`config.mk`:
```
export PLATFORM = sky130hd
export DESIGN_NAME = wb_buffer
export DESIGN_NICKNAME = d
export VERILOG_FILES = /design/src/wb_buffer.sv
export SDC_FILE = /design/constraint.sdc
export NUM_CORES = 1
export LEC_CHECK = 0
export BUFFER_PORTS_ARGS = -buffer_cell sky130_fd_sc_hd__buf_2
export CORE_MARGIN = 2
export CORE_UTILIZATION = 39
export CTS_CLUSTER_SIZE = 30
export DETAILED_ROUTE_END_ITERATION = 10
export PLACE_DENSITY = 0.76
export SYNTH_ARGS = -nofsm -noshare
export SYNTH_HDL_FRONTEND = slang
export SYNTH_SLANG_ARGS = --single-unit
```
`constraint.sdc`:
```
create_clock -name clk -period 1.37 [get_ports clk]
set_input_delay 0.3425 -clock clk [delete_from_list [all_inputs] [get_ports clk]]
set_output_delay 0.3425 -clock clk [all_outputs]
set_load 0.02 [all_outputs]
```
`src/wb_buffer.sv`:
```
// ~~~~~~~~~~~~~~~~~~~~~~~~~~~~~~
// one entry, refills in the cycle the held entry leaves
// ~~~~~~~~~~~~~~~~~~~~~~~~~~~~~~
`timescale 1ns/1ps

module wb_buffer #(
  parameter type payload_t = logic [31:0]
) (
  input  logic     clk,
  input  logic     rst_n,
  input  logic     push_i,
  output logic     push_ready_o,
  input  payload_t data_i,
  output logic     valid_o,
  input  logic     ready_i,
  output payload_t data_o
);

  logic     valid_q;
  payload_t data_q;

  assign push_ready_o = ~valid_q | ready_i;

  always_ff @(posedge clk or negedge rst_n) begin
    if (!rst_n) begin
      valid_q <= 1'b0;
    end else if (push_i && push_ready_o) begin
      valid_q <= 1'b1;
    end else if (ready_i) begin
      valid_q <= 1'b0;
    end
  end

  always_ff @(posedge clk) begin
    if (push_i && push_ready_o) begin
      data_q <= data_i;
    end
  end

  assign valid_o = valid_q;
  assign data_o  = data_q;

endmodule
```
==> impl_metrics.tcl <==
set metrics [dict create \
    die_area_mm2 0.003026 \
    cts.sinks 33 \
    ios 70 \
    synth_cell_types 5 \
    synth-seq-cells 33 \
    hold_class "input port to register" \
    ys_seq_area_frac 0.9716 \
    drt-total-wl_um 1926 \
    avgSynthCellArea_um2 28.19 \
    nFillCells 205 \
    synth_top_cell_by_area "edfxtp_1" \
    yosysWarnings 0 \
    whs_ns 0.1873 \
    core_mm2 0.002477 \
    cts-root-buf "clkbuf_4" \
    vias 642 \
    antenna_found_initial 0 \
    setup_slack_ns 0.07341 \
    synthAdderAreaFrac 0 \
    htreeDepth 2 \
    r2r-start "valid_o" \
    synth-xor-area-share 0 \
    outcome "finished clean" \
    dp_slack_ns 0.1772 \
    fin_skew_ns 0.004902 \
    cp.arrival_ns 0.95 \
    via_per_inst 4.428 \
    syn-num-nets 72 \
    maxCapViolCount 0 \
    rsz0062_at_grt "false" \
    drive_gt1_frac 0.6870 \
    die_w_um 55.01 \
    final_nets 150 \
    cts_buffer_depth 2 \
    synth_top_family_by_area "simple AND/OR/NAND/NOR gates" \
    postRouteAntennaNets 0 \
    end_kind "output pin" \
    setup_viol 0 \
    port_buffers 69 \
    yosys-top-cells-area "edfxtp_1, dfrtp_1, nand2b_4" \
    finalSetupTns_ns 0 \
    cp-startpoint "valid_o" \
    n_antenna_cell 0 \
    grt_overflow 0 \
    max_stage_delay_ns 0.41 \
    yosysTopAreaCellShare 0.9470 \
    relSlewSlack 0.8880 \
    critical_path.cell_chain "nand2b_4 > buf_4" \
    place.gp.congestion 0.5480 \
    fin_util 0.5980 \
    clk_latency_ns 0.33 \
    synthCells 36 \
    grt_max_degree 33 \
    post_cts_buffers 0 \
    hold_viol 0 \
    area_delta_synth_final_pct 45.99 \
    p_leak_nw 0.6482 \
    clk_pin_slew_ns 0.09 \
    grt_pass1_wl_um 2394 \
    cts_tree "done" \
    critical_path_class "register to output pin" \
    min_period_over_period 0.9464 \
    netlist_area_mm2 0.001015 \
    num_rows 18 \
    cpMaxStageDelayCell "dfrtp_1" \
    synthSimpleGateAreaFrac 0.02836 \
    first_global_vias 572 \
    min_period_ns 1.297 \
    drt_iter0_drc 6 \
    vdd_drop_max_mv 0.8149 \
    drc_errors 0 \
    critPathMaxFanout 3 \
    tightest_slew_ns 0.1679 \
    track_usage 0.1249 \
    synthMuxAreaShare 0 \
    power.density_mw_per_mm2 1282 \
    synth_compound_area_frac 0 \
    routedWlPerCell_um 13.28 \
    fmax_mhz 771.3 \
    drt-pass1-iter-count 4 \
    slew_violations 0 \
    critPathRequiredTime_ns 1.03 \
    die_h_um 55.01 \
    cts_buffers 5 \
    start_util 0.4096 \
    min_from "data_i[0]" \
    start_kind "register" \
]
## stage by stage
| step | total power [mW] | area (um2) | cells |
|---|---|---|---|
| 2_1_floorplan | 1.309 | 1015 | 36 |
| 3_3_place_gp | 1.414 | 1418 | 136 |
| 3_5_place_dp | 1.424 | 1418 | 136 |
| 4_1_cts | 1.930 | 1479 | 145 |
| 5_1_grt | 1.995 | 1481 | 145 |
| 6_report | 1.898 | 1481 | 145 |
## routing by layer
layer,global-route usage,vias up,part of all wire
li1,-,297,-
met4,0.09756,0,0.018
met1,0.1163,294,0.33
met3,0.05108,3,0.13
met2,0.2143,48,0.52
met5,0,-,0
## registers in the layout, summed over array words and instances (netlist names)
register  cells
valid_o       1
data_o       32
## layout by cell type (no fill, tap or decap), drive strengths merged
cell / Yosys / routed
buf: 0 / 70
edfxtp: 32 / 32
clkbuf: 0 / 6
clkinv: 0 / 2
nand2b: 2 / 2
and2: 1 / 1
dlygate4sd3: 0 / 1
dfrtp: 1 / 1
## final timing paths
path | slack [ns] | depth (start not counted) | to
max | 0.07 | 2 | push_ready_o
min | 0.19 | 1 | data_o[0]
max reg2reg | 0.23 | 3 | data_o[22]
min reg2reg | 0.55 | 2 | valid_o
max in group asynchronous | 0.97 | 2 | valid_o
min in group asynchronous | 0.32 | 2 | valid_o
## final cells by class
type	instances	area, um2	share of cell area
sequential	33	985.9	0.6655
clock inverter	2	10.01	0.006757
multi-input combinational	3	28.78	0.01943
timing repair buffer	71	377.9	0.2551
clock buffer	6	41.29	0.02787
tap	30	37.54	0.02534
## cell usage after synthesis, drive strengths merged
library cell / count
nand2b: 2
edfxtp: 32
and2: 1
dfrtp: 1
## report_power, final
part | internal (mW) | total (mW) | switching [mW] | leakage (nW)
clock | 0.195 | 0.499 | 0.304 | 0.0320
sequential | 1.17 | 1.19 | 0.0134 | 0.316
combinational | 0.0866 | 0.214 | 0.127 | 0.301
## worst max-delay path, delay by kind of cell (launching register included)
family,cells,cell delay [ns]
DFF,1,0.41
buffers and inverters,1,0.13
and+or+nand+nor,1,0.08
## cells by family after synthesis
group / Yosys count
and+or+nand+nor: 3
DFF: 33
## timing repair
action                     in CTS  in global routing
hold endpoints to repair        1                  0
setup endpoints to repair       0                  1
hold buffers                    1                  0
resized for setup               0                  1
Power figures use the tool's default switching activity.
