`config.mk`:
```
export PLATFORM = sky130hd
export DESIGN_NAME = operand_sequencer
export DESIGN_NICKNAME = d
export VERILOG_FILES = /design/src/vmul_pkg.sv /design/src/operand_sequencer.sv
export SDC_FILE = /design/constraint.sdc
export NUM_CORES = 1
export LEC_CHECK = 0
export ABC_AREA = 1
export BUFFER_PORTS_ARGS = -buffer_cell sky130_fd_sc_hd__buf_2
export CORE_AREA = 2 2 392 394
export CTS_CLUSTER_DIAMETER = 200
export DETAILED_ROUTE_END_ITERATION = 16
export DIE_AREA = 0 0 394 396
export PLACE_DENSITY_LB_ADDON = 0.05
export RECOVER_POWER = 100
export SYNTH_ARGS = -nofsm -noshare
export SYNTH_HDL_FRONTEND = slang
export SYNTH_SLANG_ARGS = --single-unit
export TNS_END_PERCENT = 20
```
`constraint.sdc`:
```
create_clock -name clk -period 54.6 [get_ports clk]
set_input_delay 8.19 -clock clk [delete_from_list [all_inputs] [get_ports clk]]
set_output_delay 8.19 -clock clk [all_outputs]
set_load 0.02 [all_outputs]
```
`src/vmul_pkg.sv`:
```
// ~~~~~~~~~~~~~~~~~~~~~~~~~~~~~~
// shared widths and tags of the vector multiply unit
// the vector payload depends on SOFT_THREAD and lives in the modules
// ~~~~~~~~~~~~~~~~~~~~~~~~~~~~~~
package vmul_pkg;

  // data word width
  localparam int XLEN = 32;
  // warp id width
  localparam int DEPTH_WARP = 3;
  // register index plus extension bits
  localparam int REG_IDX_W = 8;

  // multiply operations kept from the full alu decode
  typedef enum logic [2:0] {
    MUL_LO  = 3'd0,
    MUL_HSS = 3'd1,
    MUL_HUU = 3'd2,
    MUL_HSU = 3'd3,
    MUL_ACC = 3'd4
  } mul_op_e;

  // tag of one instruction, travels with every batch
  typedef struct packed {
    mul_op_e                 op;
    logic                    reverse;
    logic [DEPTH_WARP-1:0]   wid;
    logic [REG_IDX_W-1:0]    reg_idxw;
    logic                    wvd;
    logic                    wxd;
  } mul_ctrl_t;

  // scalar writeback
  typedef struct packed {
    logic [DEPTH_WARP-1:0]   wid;
    logic [REG_IDX_W-1:0]    reg_idxw;
    logic [XLEN-1:0]         data;
  } wbx_t;

endpackage

```
`src/operand_sequencer.sv`:
```
// ~~~~~~~~~~~~~~~~~~~~~~~~~~~~~~
// SOFT_THREAD must be a multiple of HARD_THREAD
// an instruction with neither wvd nor wxd is accepted and dropped
// ~~~~~~~~~~~~~~~~~~~~~~~~~~~~~~
`timescale 1ns/1ps

module operand_sequencer #(
  parameter int SOFT_THREAD = 8,
  parameter int HARD_THREAD = 2
) (
  input  logic                                   clk,
  input  logic                                   rst_n,
  input  logic                                   in_valid_i,
  output logic                                   in_ready_o,
  input  logic [SOFT_THREAD*vmul_pkg::XLEN-1:0]  in1_i,
  input  logic [SOFT_THREAD*vmul_pkg::XLEN-1:0]  in2_i,
  input  logic [SOFT_THREAD*vmul_pkg::XLEN-1:0]  in3_i,
  input  logic [SOFT_THREAD-1:0]                 mask_i,
  input  vmul_pkg::mul_ctrl_t                    ctrl_i,
  output logic                                   batch_valid_o,
  input  logic                                   batch_ready_i,
  output logic [HARD_THREAD*vmul_pkg::XLEN-1:0]  batch_a_o,
  output logic [HARD_THREAD*vmul_pkg::XLEN-1:0]  batch_b_o,
  output logic [HARD_THREAD*vmul_pkg::XLEN-1:0]  batch_c_o,
  output logic [HARD_THREAD-1:0]                 batch_mask_o,
  output vmul_pkg::mul_ctrl_t                    batch_ctrl_o
);
  import vmul_pkg::*;

  localparam int MAX_ITER = SOFT_THREAD / HARD_THREAD;
  localparam int CNT_W    = $clog2(MAX_ITER + 1);
  localparam int BATCH_W  = HARD_THREAD * XLEN;

  logic [SOFT_THREAD*XLEN-1:0] op1_q;
  logic [SOFT_THREAD*XLEN-1:0] op2_q;
  logic [SOFT_THREAD*XLEN-1:0] op3_q;
  logic [SOFT_THREAD-1:0]      mask_q;
  mul_ctrl_t                   ctrl_q;
  // batches still to send
  logic [CNT_W-1:0]            cnt_q;
  logic                        accept;
  logic                        fire;

  assign batch_valid_o = (cnt_q != '0);
  assign fire          = batch_valid_o & batch_ready_i;
  // idle, or the last batch leaves this cycle
  assign in_ready_o    = (cnt_q == '0) | (fire & (cnt_q == CNT_W'(1)));
  assign accept        = in_valid_i & in_ready_o;

  always_ff @(posedge clk or negedge rst_n) begin
    if (!rst_n) begin
      cnt_q <= '0;
    end else if (accept) begin
      if (ctrl_i.wvd) begin
        cnt_q <= CNT_W'(MAX_ITER);
      end else if (ctrl_i.wxd) begin
        cnt_q <= CNT_W'(1);
      end else begin
        cnt_q <= '0;
      end
    end else if (fire) begin
      cnt_q <= cnt_q - CNT_W'(1);
    end
  end

  // operands move down one batch per transfer
  always_ff @(posedge clk) begin
    if (accept) begin
      op1_q  <= in1_i;
      op2_q  <= in2_i;
      op3_q  <= in3_i;
      mask_q <= mask_i;
      ctrl_q <= ctrl_i;
    end else if (fire) begin
      op1_q  <= op1_q >> BATCH_W;
      op2_q  <= op2_q >> BATCH_W;
      op3_q  <= op3_q >> BATCH_W;
      mask_q <= mask_q >> HARD_THREAD;
    end
  end

  // reverse swaps the first and second operands
  assign batch_a_o    = ctrl_q.reverse ? op2_q[BATCH_W-1:0] : op1_q[BATCH_W-1:0];
  assign batch_b_o    = ctrl_q.reverse ? op1_q[BATCH_W-1:0] : op2_q[BATCH_W-1:0];
  assign batch_c_o    = op3_q[BATCH_W-1:0];
  assign batch_mask_o = mask_q[HARD_THREAD-1:0];
  assign batch_ctrl_o = ctrl_q;

endmodule

```
==> summary.md <==
| Metric | Value |
|---|---|
| Hold Path Origin | `op3_q[176]$_DFFE_PP_` |
| Slew headroom | `-495%` |
| Via count | `26288` |
| Die width | `394 um` |
| Max rail drop VDD | `24.6 uV` |
| Leakage Power | `0.0201 uW` |
| Syn Std Cell Area | `34800 sq um` |
| WP data required | `54.79 ns` |
| Crit-path max FO | `145` |
| Ys async rst share | `0.377%` |
| CP startpoint | `batch_ready_i` |
| CTS Hold Buffers Added | `0` |
| Worst path depth | `8` |
| Post-synth top area cell | `edfxtp_1` |
| Core Box Area | `152000 sq um` |
| Reg clk slew, reported paths | `0.06 ns` |
| P per Cell Area | `63.5 nW/um^2` |
| Max clock buf depth | `3` |
| Fin Setup TNS | `0 ns` |
| Number of port buffers | `1009` |
| Top_reg_cell synth | `edfxtp_1` |
| Largest family of logic cells by synthesized area | `simple AND/OR/NAND/NOR gates` |
| Placed insts | `6348` |
| Vias/cell | `4.00` |
| Achievable Freq | `41.2 MHz` |
| Die ar. | `156000 sq um` |
| Seq pwr share | `44.7%` |
| Clk Latency, worst-skew pair | `0.70 ns` |
| Fill cells | `16502` |
| Number of global-route vias before repair | `25835` |
| Final setup viols | `0` |
| CTS tree | `done` |
| WP data arrival | `24.44 ns` |
| Simple-gate share of the synthesized area | `22.6%` |
| Share of cells above drive strength 1 | `20.4%` |
| Net Switching | `991 uW` |
| Initial DRC count | `1438` |
| Final min period | `24.25 ns` |
| Antenna violations before repair | `179` |
| Antenna viol nets, final | `0` |
| WL per Instance | `19.8 um` |
| Clk sinks | `796` |
| Drt first pass iters | `7` |
| Resized cells post-CTS | `0` |
| Post-synthesis compound-gate area fraction | `1.85%` |
| Hold Path Class | `reg -> reg` |
| Synth area leaders | `edfxtp_1 68%, nand2_1 20%, inv_1 2.8%` |
| CP max stage delay | `5.90 ns` |
| RePlAce Congestion | `0.791` |
| Adder-Cell Fraction of Synth Area | `0.108%` |
| Clock Skew | `0.0274 ns` |
| Clock power frac | `23.0%` |
| CP max-delay cell | `clkbuf_1` |
| CP Launch Type | `primary input` |
| Fin nets | `5223` |
| Worst-Margin Slew | `8.93 ns` |
| Unrepaired setup endpoints after global routing | `false` |
| CP dominant cell by count | `clkbuf_1` |
| Post-CTS Setup Inserts | `0` |
| Status | `finished, violations left` |
| Hold Vio Cnt, Final | `0` |
| R2R setup slack | `37.29 ns` |
| Critical path class | `in -> reg` |
| First-pass GRT wire length | `183000 um` |
| DP HPWL | `92400 um` |
| Yosys top cell area share | `68.3%` |
| Max Cap Viol | `29` |
| Register Area | `23900 sq um` |
| Largest net degree at the start of global routing | `224` |
| Syn_nets | `4326` |
| Unique masters post-synth | `20` |
| GRT overflow | `0` |
| Boundary Pins | `1010` |
| Power Total | `2800 uW` |
| Crit end category | `flip-flop` |
| Xor/xnor cell area share of the yosys netlist | `0.0251%` |
| # rows | `143` |
| Initial Util | `23.0%` |
| Seq/Total Area, Yosys | `68.6%` |
| Worst R2R Start | `cnt_q[0]$_DFFE_PN0P_` |
| #FFs+latches synth | `796` |
| Area added between synthesis and finish | `26.4%` |
| Ys Warns | `0` |
| R2R cell count | `9` |
| Crit-path cells | `clkbuf_1 > nand3_1 > nand2_1 > nand2_1 > nand2_1 > clkbuf_1 > clkbuf_1 > clkbuf_1` |
| Buffers and inverters on the worst path | `4` |
| Total CTS buffers | `103` |
| All-Layer GR Usage | `16.2%` |
| Delay-heaviest family, CP | `buffers and inverters` |
| Setup crit end | `op3_q[168]$_DFFE_PP_` |
| Worst r2r dst | `op3_q[168]$_DFFE_PP_` |
| Fin. max-slew vios | `2418` |
| Failing checks | `max-capacitance violations, max-slew violations` |
| Post-synth EDFFs | `793` |
| Gate power share | `32.4%` |
| Synthesized area per cell | `9.88 sq um` |
| Post-Layout Cell Count | `6573` |
| Mux contribution to synthesized area | `0%` |
| Die H | `396 um` |
| Multi-input gate area | `8540 sq um` |
| CTS Root Cell | `clkbuf_16` |
| Mapped Cells | `3526` |
| Internal power | `1800 uW` |
| Max H-tree Level | `3` |
| Sw frac | `35.5%` |
| Drc violations | `0` |
| Part of the cycle the worst path needs | `44.4%` |
| WL final | `130000 um` |
[cells in the final DEF (no fill, tap or decap), types with 2 or more instances in the layout]
| cell | n |
|---|---|
| inv_1 | 263 |
| bufinv_16 | 2 |
| clkbuf_16 | 106 |
| nor2_1 | 259 |
| clkinv_1 | 22 |
| edfxtp_1 | 793 |
| o21ai_0 | 65 |
| a21oi_1 | 64 |
| buf_2 | 791 |
| nand3_1 | 3 |
| ha_1 | 3 |
| diode_2 | 41 |
| clkinv_8 | 2 |
| dfrtp_1 | 3 |
| clkinv_2 | 9 |
| nand2_1 | 1824 |
| clkbuf_1 | 284 |
[worst reg2reg max path: cells and delay by family, from the launching register on]
kind	cells	cell delay, ns
buffers and inverters	4	11.66
and+or+nand+nor	4	4.52
DFF	1	0.40
adders and majority gates	1	0.18
[how the worst min path moves through the flow]
stage                                end  depth (start not counted)
floorplan           cnt_q[0]$_DFFE_PN0P_                          2
global placement    op2_q[116]$_DFFE_PP_                          2
detailed placement   op3_q[79]$_DFFE_PP_                          2
CTS                  op3_q[39]$_DFFE_PP_                          2
global route        op3_q[109]$_DFFE_PP_                          2
finish              op3_q[112]$_DFFE_PP_                          2
[layer usage]
metal | wire, um | GRT usage, %
met4 | 3880 | 3.99
met2 | 61900 | 27.2
met5 | 921 | 0
met1 | 50400 | 18.2
met3 | 13100 | 8.06
[layout make-up]
type                       instances  share of cell area, %
timing repair buffer            1036                   11.1
tap                             2030                   5.77
clock buffer                     145                   6.36
clock inverter                    39                  0.651
inverter                         265                   2.26
antenna                           41                  0.233
sequential                       796                   54.3
multi-input combinational       2221                   19.4
[stage by stage]
step	hold WS [ns]	cell area, sq um	util (%)	setup WS (ns)
6_report	0.499	44000	29.1	30.35
5_1_grt	0.514	44000	29.0	28.04
4_1_cts	0.489	44400	29.3	37.70
3_5_place_dp	0.500	41300	27.2	37.70
3_3_place_gp	0.498	41300	27.2	37.70
2_1_floorplan	0.477	34800	-	28.00
[cells in the mapped netlist, types with 3 or more instances]
library cell,instances
a21oi_1,64
ha_1,3
inv_1,263
clkbuf_1,14
nor2_1,259
nand3_1,3
buf_4,76
dfrtp_1,3
o21ai_0,65
nand2_1,1822
edfxtp_1,793
buf_2,151
[power groups by stage]
stage | combinational [uW] | sequential [uW] | clock (uW)
after CTS | 905 | 1220 | 669
final | 905 | 1250 | 642
after detailed placement | 903 | 1230 | 0
after floorplan | 613 | 1430 | 0
after global routing | 1040 | 1290 | 689
after global placement | 902 | 1230 | 0
[sequential cells by signal, summed over array words and instances (netlist names)]
name	count
op3_q	256
op1_q	256
batch_ctrl_o	17
cnt_q	3
mask_q	8
op2_q	256
[cells by family after synthesis]
family          count (synthesis)
simple gates                 2088
fa+ha+maj                       3
xor+xnor                        1
compound gates                129
flops                         796
buf+inv                       509
Power figures use the tool's default switching activity.
