==> src/vmul_pkg.sv <==
// ~~~~~~~~~~~~~~~~~~~~~~~~~~~~~~
// shared widths and tags of the vector multiply unit
// the vector payload depends on SOFT_THREAD and lives in the modules
// ~~~~~~~~~~~~~~~~~~~~~~~~~~~~~~
package vmul_pkg;

  // data word width
  localparam int XLEN = 32;
  // warp id width
  localparam int DEPTH_WARP = 3;
  // register index plus extension bits
  localparam int REG_IDX_W = 8;

  // multiply operations kept from the full alu decode
  typedef enum logic [2:0] {
    MUL_LO  = 3'd0,
    MUL_HSS = 3'd1,
    MUL_HUU = 3'd2,
    MUL_HSU = 3'd3,
    MUL_ACC = 3'd4
  } mul_op_e;

  // tag of one instruction, travels with every batch
  typedef struct packed {
    mul_op_e                 op;
    logic                    reverse;
    logic [DEPTH_WARP-1:0]   wid;
    logic [REG_IDX_W-1:0]    reg_idxw;
    logic                    wvd;
    logic                    wxd;
  } mul_ctrl_t;

  // scalar writeback
  typedef struct packed {
    logic [DEPTH_WARP-1:0]   wid;
    logic [REG_IDX_W-1:0]    reg_idxw;
    logic [XLEN-1:0]         data;
  } wbx_t;

endpackage

==> src/result_collector.sv <==
// ~~~~~~~~~~~~~~~~~~~~~~~~~~~~~~
// batches must arrive in thread order, lowest threads first
// a scalar result is lane 0 of its single batch
// ~~~~~~~~~~~~~~~~~~~~~~~~~~~~~~
`timescale 1ns/1ps

module result_collector #(
  parameter int SOFT_THREAD = 8,
  parameter int HARD_THREAD = 2
) (
  input  logic                                   clk,
  input  logic                                   rst_n,
  input  logic                                   prod_valid_i,
  output logic                                   prod_ready_o,
  input  logic [HARD_THREAD*vmul_pkg::XLEN-1:0]  prod_data_i,
  input  vmul_pkg::mul_ctrl_t                    prod_ctrl_i,
  input  logic [HARD_THREAD-1:0]                 prod_mask_i,
  output logic                                   x_push_o,
  input  logic                                   x_push_ready_i,
  output vmul_pkg::wbx_t                         x_data_o,
  output logic                                   v_push_o,
  input  logic                                   v_push_ready_i,
  output logic [vmul_pkg::DEPTH_WARP+vmul_pkg::REG_IDX_W+
                SOFT_THREAD*(vmul_pkg::XLEN+1)-1:0] v_data_o
);
  import vmul_pkg::*;

  localparam int MAX_ITER = SOFT_THREAD / HARD_THREAD;
  localparam int CNT_W    = $clog2(MAX_ITER + 1);
  localparam int VEC_W    = SOFT_THREAD * XLEN;

  typedef struct packed {
    logic [DEPTH_WARP-1:0]  wid;
    logic [REG_IDX_W-1:0]   reg_idxw;
    logic [SOFT_THREAD-1:0] mask;
    logic [VEC_W-1:0]       data;
  } outv_t;

  logic [VEC_W-1:0]       res_q;
  logic [SOFT_THREAD-1:0] mask_q;
  mul_ctrl_t              ctrl_q;
  // batches received of the current instruction
  logic [CNT_W-1:0]       cnt_q;
  // finished result waiting for its buffer
  logic                   done_q;
  logic                   out_fire;
  logic                   in_fire;
  logic                   last_batch;
  outv_t                  v_res;

  assign out_fire     = done_q & (ctrl_q.wvd ? v_push_ready_i : x_push_ready_i);
  assign prod_ready_o = ~done_q | out_fire;
  assign in_fire      = prod_valid_i & prod_ready_o;
  assign last_batch   = ~prod_ctrl_i.wvd | (cnt_q == CNT_W'(MAX_ITER - 1));

  always_ff @(posedge clk or negedge rst_n) begin
    if (!rst_n) begin
      cnt_q  <= '0;
      done_q <= 1'b0;
    end else begin
      if (in_fire) begin
        cnt_q <= last_batch ? '0 : cnt_q + CNT_W'(1);
      end
      if (in_fire && last_batch) begin
        done_q <= 1'b1;
      end else if (out_fire) begin
        done_q <= 1'b0;
      end
    end
  end

  // new batch enters at the top, older ones move down
  always_ff @(posedge clk) begin
    if (in_fire) begin
      res_q  <= VEC_W'({prod_data_i, res_q} >> (HARD_THREAD * XLEN));
      mask_q <= SOFT_THREAD'({prod_mask_i, mask_q} >> HARD_THREAD);
      ctrl_q <= prod_ctrl_i;
    end
  end

  assign x_push_o          = done_q & ~ctrl_q.wvd;
  assign x_data_o.wid      = ctrl_q.wid;
  assign x_data_o.reg_idxw = ctrl_q.reg_idxw;
  assign x_data_o.data     = res_q[(SOFT_THREAD-HARD_THREAD)*XLEN +: XLEN];

  assign v_push_o       = done_q & ctrl_q.wvd;
  assign v_res.wid      = ctrl_q.wid;
  assign v_res.reg_idxw = ctrl_q.reg_idxw;
  assign v_res.mask     = mask_q;
  assign v_res.data     = res_q;
  assign v_data_o       = v_res;

endmodule

==> config.mk <==
export PLATFORM = sky130hd
export DESIGN_NAME = result_collector
export DESIGN_NICKNAME = d
export VERILOG_FILES = /design/src/vmul_pkg.sv /design/src/result_collector.sv
export SDC_FILE = /design/constraint.sdc
export NUM_CORES = 1
export LEC_CHECK = 0
export ABC_AREA = 1
export BUFFER_PORTS_ARGS = -buffer_cell sky130_fd_sc_hd__buf_2
export CAP_MARGIN = 25
export CORE_AREA = 5 5 157 159
export DETAILED_ROUTE_END_ITERATION = 7
export DIE_AREA = 0 0 162 164
export GPL_ROUTABILITY_DRIVEN = 0
export HOLD_SLACK_MARGIN = 0.12
export MAX_ROUTING_LAYER = met4
export PLACE_DENSITY = 0.74
export SLEW_MARGIN = 20
export SYNTH_ARGS = -nofsm -noshare
export SYNTH_HDL_FRONTEND = slang
export SYNTH_SLANG_ARGS = --single-unit
==> constraint.sdc <==
create_clock -name clk -period 15.65 [get_ports clk]
set_input_delay 3.13 -clock clk [delete_from_list [all_inputs] [get_ports clk]]
set_output_delay 3.13 -clock clk [all_outputs]
set_load 0.01 [all_outputs]
==> results <==
- The run finished with clean final reports.
- The die outline height is ~160 µm.
- The maximum fanout along the worst path is 5.
- STA classifies the critical path startpoint as an input port.
- Walking the worst path, the cells encountered are buf_2 -> nand2_1 -> nand3_2 -> buf_2.
- The final number of max-transition violations is 0.
- The count of endpoints failing setup in the final report is 0.
- In this run the cell area of the synthesized design comes to approximately 0.0090 mm².
- For this block, the via count after detailed routing is 4667.
- The first-pass GRT wire length is about 28 mm.
- The worst path needs between 6 and 7 ns of the cycle, external delays included.
- The hold buffer count at cts is 0.
- For this run, the slowest stage of the critical path takes 0.18 ns.
- The vias per cell is roughly 4.4.
- The violation count after the first detailed-routing iteration is 252.
- At the pin with the least slew margin, the transition time is around 0.95 ns.
- The count of cells resized by post-cts repair is 0.
- In this run the remaining antenna-violating nets after routing total 0.
- Summed over all failing endpoints, the final setup total negative slack is 0 ns.
- STA classifies the critical path endpoint as an output port.
- The average wire per cell in the routed design is approximately 18 µm.
- Once the clock tree was built, the setup fixing pass inserted 0 buffers.
- The pre-antenna-repair detailed-routing pass consisted of 4 iterations.
- The clock network power share is 36.6%.
- The fraction of power spent switching nets is between 20 and 25%.
- The largest individual stage delay along the critical path comes from the cell sky130_fd_sc_hd__buf_2.
- The CTS tree is yes.
- The relative max-transition margin is a little over a third.
- The internal portion of the total power is roughly 0.0013 W.
- Final hold analysis gives a worst-case slack of around 0.44 ns.
- The total of warnings raised by yosys is 0.
- The area taken by flip-flops and latches is roughly 0.0084 mm².
- The critical path arrival is approximately 3.6 ns.
- The largest clock skew in the final design is ~0.017 ns.
- The average cell area after synthesis is 24.35 µm².
- In the finished design, the share of the clock period the worst path needs comes to 43.02%.
- The synthesized instance count is 368.
- The relative contribution of combinational cells to total power is 8.2%.
- During I/O placement, the number of pins put on the boundary was just over 400.
- The worst setup path is of the in -> out kind.
- The area taken by multi-input logic gates is 132.6 µm².
- The portion of total power attributed to sequential cells is 55.2%.
- The buffer depth of the longest clock path is 3.
- The via count of the first global-routing pass was between 4000 and 5000.
- Row generation in the floorplan step produced 56 rows.
- The number of different library cells used by synthesis comes to 11.
- The number of flip-flops and latches in the synthesized netlist is 280.
- The total power is approximately 0.0017 W.
- Power spread over the standard cell area amounts to about 140 mW/mm².
- The tool flagged a number of max-cap violations equal to 0.
- After detailed routing, the total wire length is ~19 mm.
- The die width is 162 µm.
- Clock tree synthesis found a total of between 200 and 300 sinks.
- Summed over all nets, the switching power comes to roughly 0.00037 W.
- Across the VDD grid, the largest voltage drop is between 0.1 and 0.15 mV.
- The total CTS buffers is 29.
- The floorplan step defined a die boundary enclosing roughly 0.027 mm².
- The detailed-placement wirelength estimate is 13.89 mm.
- Fill cells in the final layout number between 1500 and 2000.
- The fmax is about 150 MHz.
- The library cell appearing most often on the critical path is sky130_fd_sc_hd__buf_2.
- The quantity of I/O buffers inserted on ports is a little over 400.
- The proportion of synthesized chip area in sequential cells is 93.62%.
- The total global routing overflow is 0.
- The leakage power is about 4.8 nW.
- For this configuration, the core starts out at a cell density of 38.75%.
- The register clock-pin slew on the reported worst setup and hold paths is 0.06 ns.
- The clock root buffer is sky130_fd_sc_hd__clkbuf_16.
- The number of endpoints with negative hold slack in the final report is 0.
- The number of nets handed over by synthesis was about 460.
- Setup repair after global routing left no endpoint under its margin.
- Entering global routing, the biggest net connects 123 pins.
- The placeable core region is 0.02312 mm².
- After detailed routing, the number of remaining DRC violations is 0.
- The path category of the worst min-delay check is reg -> reg.
- The initial antenna violation count is 2.
- The post-synthesis to final-layout area growth is 31.90%.
- The share of cells above drive strength 1 is just under 60%.
- At the end of the flow, the number of nets in the layout was 840.
- The overall global routing resource usage is between 10 and 15%.
- The H-tree level count is 1.
- The required time reported for the critical path endpoint is roughly 13 ns.
- The clock latency of the later-clocked register in the worst-skew pair is between 0.5 and 0.6 ns.
[synth_stat cells]
cell type                  instances  area (µm²)
sky130_fd_sc_hd__edfxtp_1        276        8288
sky130_fd_sc_hd__buf_4            54       405.4
sky130_fd_sc_hd__nand2_1          11       41.29
sky130_fd_sc_hd__inv_1             8       30.03
sky130_fd_sc_hd__nand3_1           5       25.02
sky130_fd_sc_hd__dfrtp_1           4       100.1
sky130_fd_sc_hd__nor2_1            4       15.01
sky130_fd_sc_hd__ha_1              2       25.02
sky130_fd_sc_hd__nand3_2           2       20.02
sky130_fd_sc_hd__inv_2             1       3.750
sky130_fd_sc_hd__nand2_2           1       6.260
[cell usage in the layout (no fill, tap or decap), drive strengths merged, types with 3 or more instances in the layout]
| cell | Yosys | routed |
|---|---|---|
| dfrtp | 4 | 4 |
| clkbuf | 0 | 38 |
| nor2 | 4 | 4 |
| diode | 0 | 3 |
| inv | 9 | 10 |
| clkinv | 0 | 11 |
| nand3 | 7 | 7 |
| nand2 | 12 | 12 |
| edfxtp | 276 | 276 |
| buf | 54 | 405 |
[stage by stage]
| stage | utilization, % | setup WS [ns] | cell area (µm²) | std cells |
|---|---|---|---|---|
| 4_1_cts | 51.08 | 8.917 | 11810 | 1060 |
| 6_report | 51.11 | 8.917 | 11820 | 1063 |
| 5_1_grt | 51.10 | 8.902 | 11820 | 1062 |
| 3_5_place_dp | 47.39 | 8.903 | 10960 | 1009 |
| 3_3_place_gp | 47.39 | 8.930 | 10960 | 1009 |
| 2_1_floorplan | - | 6.362 | 8960 | 368 |
[power groups by stage]
stage	registers [W]	clock network (W)	logic (W)
6_report	0.000927	0.000616	0.000138
5_1_grt	0.000934	0.000671	0.000149
4_1_cts	0.000928	0.000636	0.000141
3_5_place_dp	0.000943	0	0.000141
3_3_place_gp	0.000939	0	0.000140
2_1_floorplan	0.000979	0	0.0000413
[sequential cells by signal, summed over array words and instances, names as in the netlist]
name and flops:
res_q 256, v_data_o 11, mask_q 8, cnt_q 3, ctrl_q 1, done_q 1
[metal layers]
layer	vias to the layer above	part of all wire, %	global-route usage [%]
met5	-	0	-
met3	33	9.6	4.341
li1	2124	-	-
met1	2238	36	15.33
met2	272	52	23.93
met4	0	2.3	4.306
[worst max-delay path: cells and delay by family]
family                 cells  cell delay, ns
buffers and inverters      2            0.28
AND/OR/NAND/NOR            2            0.19
[cell families after synthesis]
group,synth area share [%]
fa+ha+maj,0.2792
flops,93.62
simple gates,1.201
buf+inv,4.902
[final timing paths]
kind	cells after the start	startpoint	endpoint	slack [ns]
max	4	v_push_ready_i	prod_ready_o	8.92
min	0	res_q[124]	res_q[60]	0.44
max reg2reg	4	ctrl_q[1]	res_q[215]	12.92
min reg2reg	0	res_q[124]	res_q[60]	0.44
max in group asynchronous	1	rst_n	cnt_q[0]	13.13
min in group asynchronous	1	rst_n	done_q	2.39
[final cells by class]
| cell class | count | share of cell area, % |
|---|---|---|
| inverters | 9 | 0.3494 |
| clock buffers | 38 | 6.427 |
| diodes | 3 | 0.06353 |
| flip-flops and latches | 280 | 70.98 |
| multi-input cells | 25 | 1.122 |
| repair buffers | 405 | 17.19 |
| well taps | 290 | 3.070 |
| clock inverters | 13 | 0.7941 |
No activity file was read; power rests on OpenSTA's default activity.
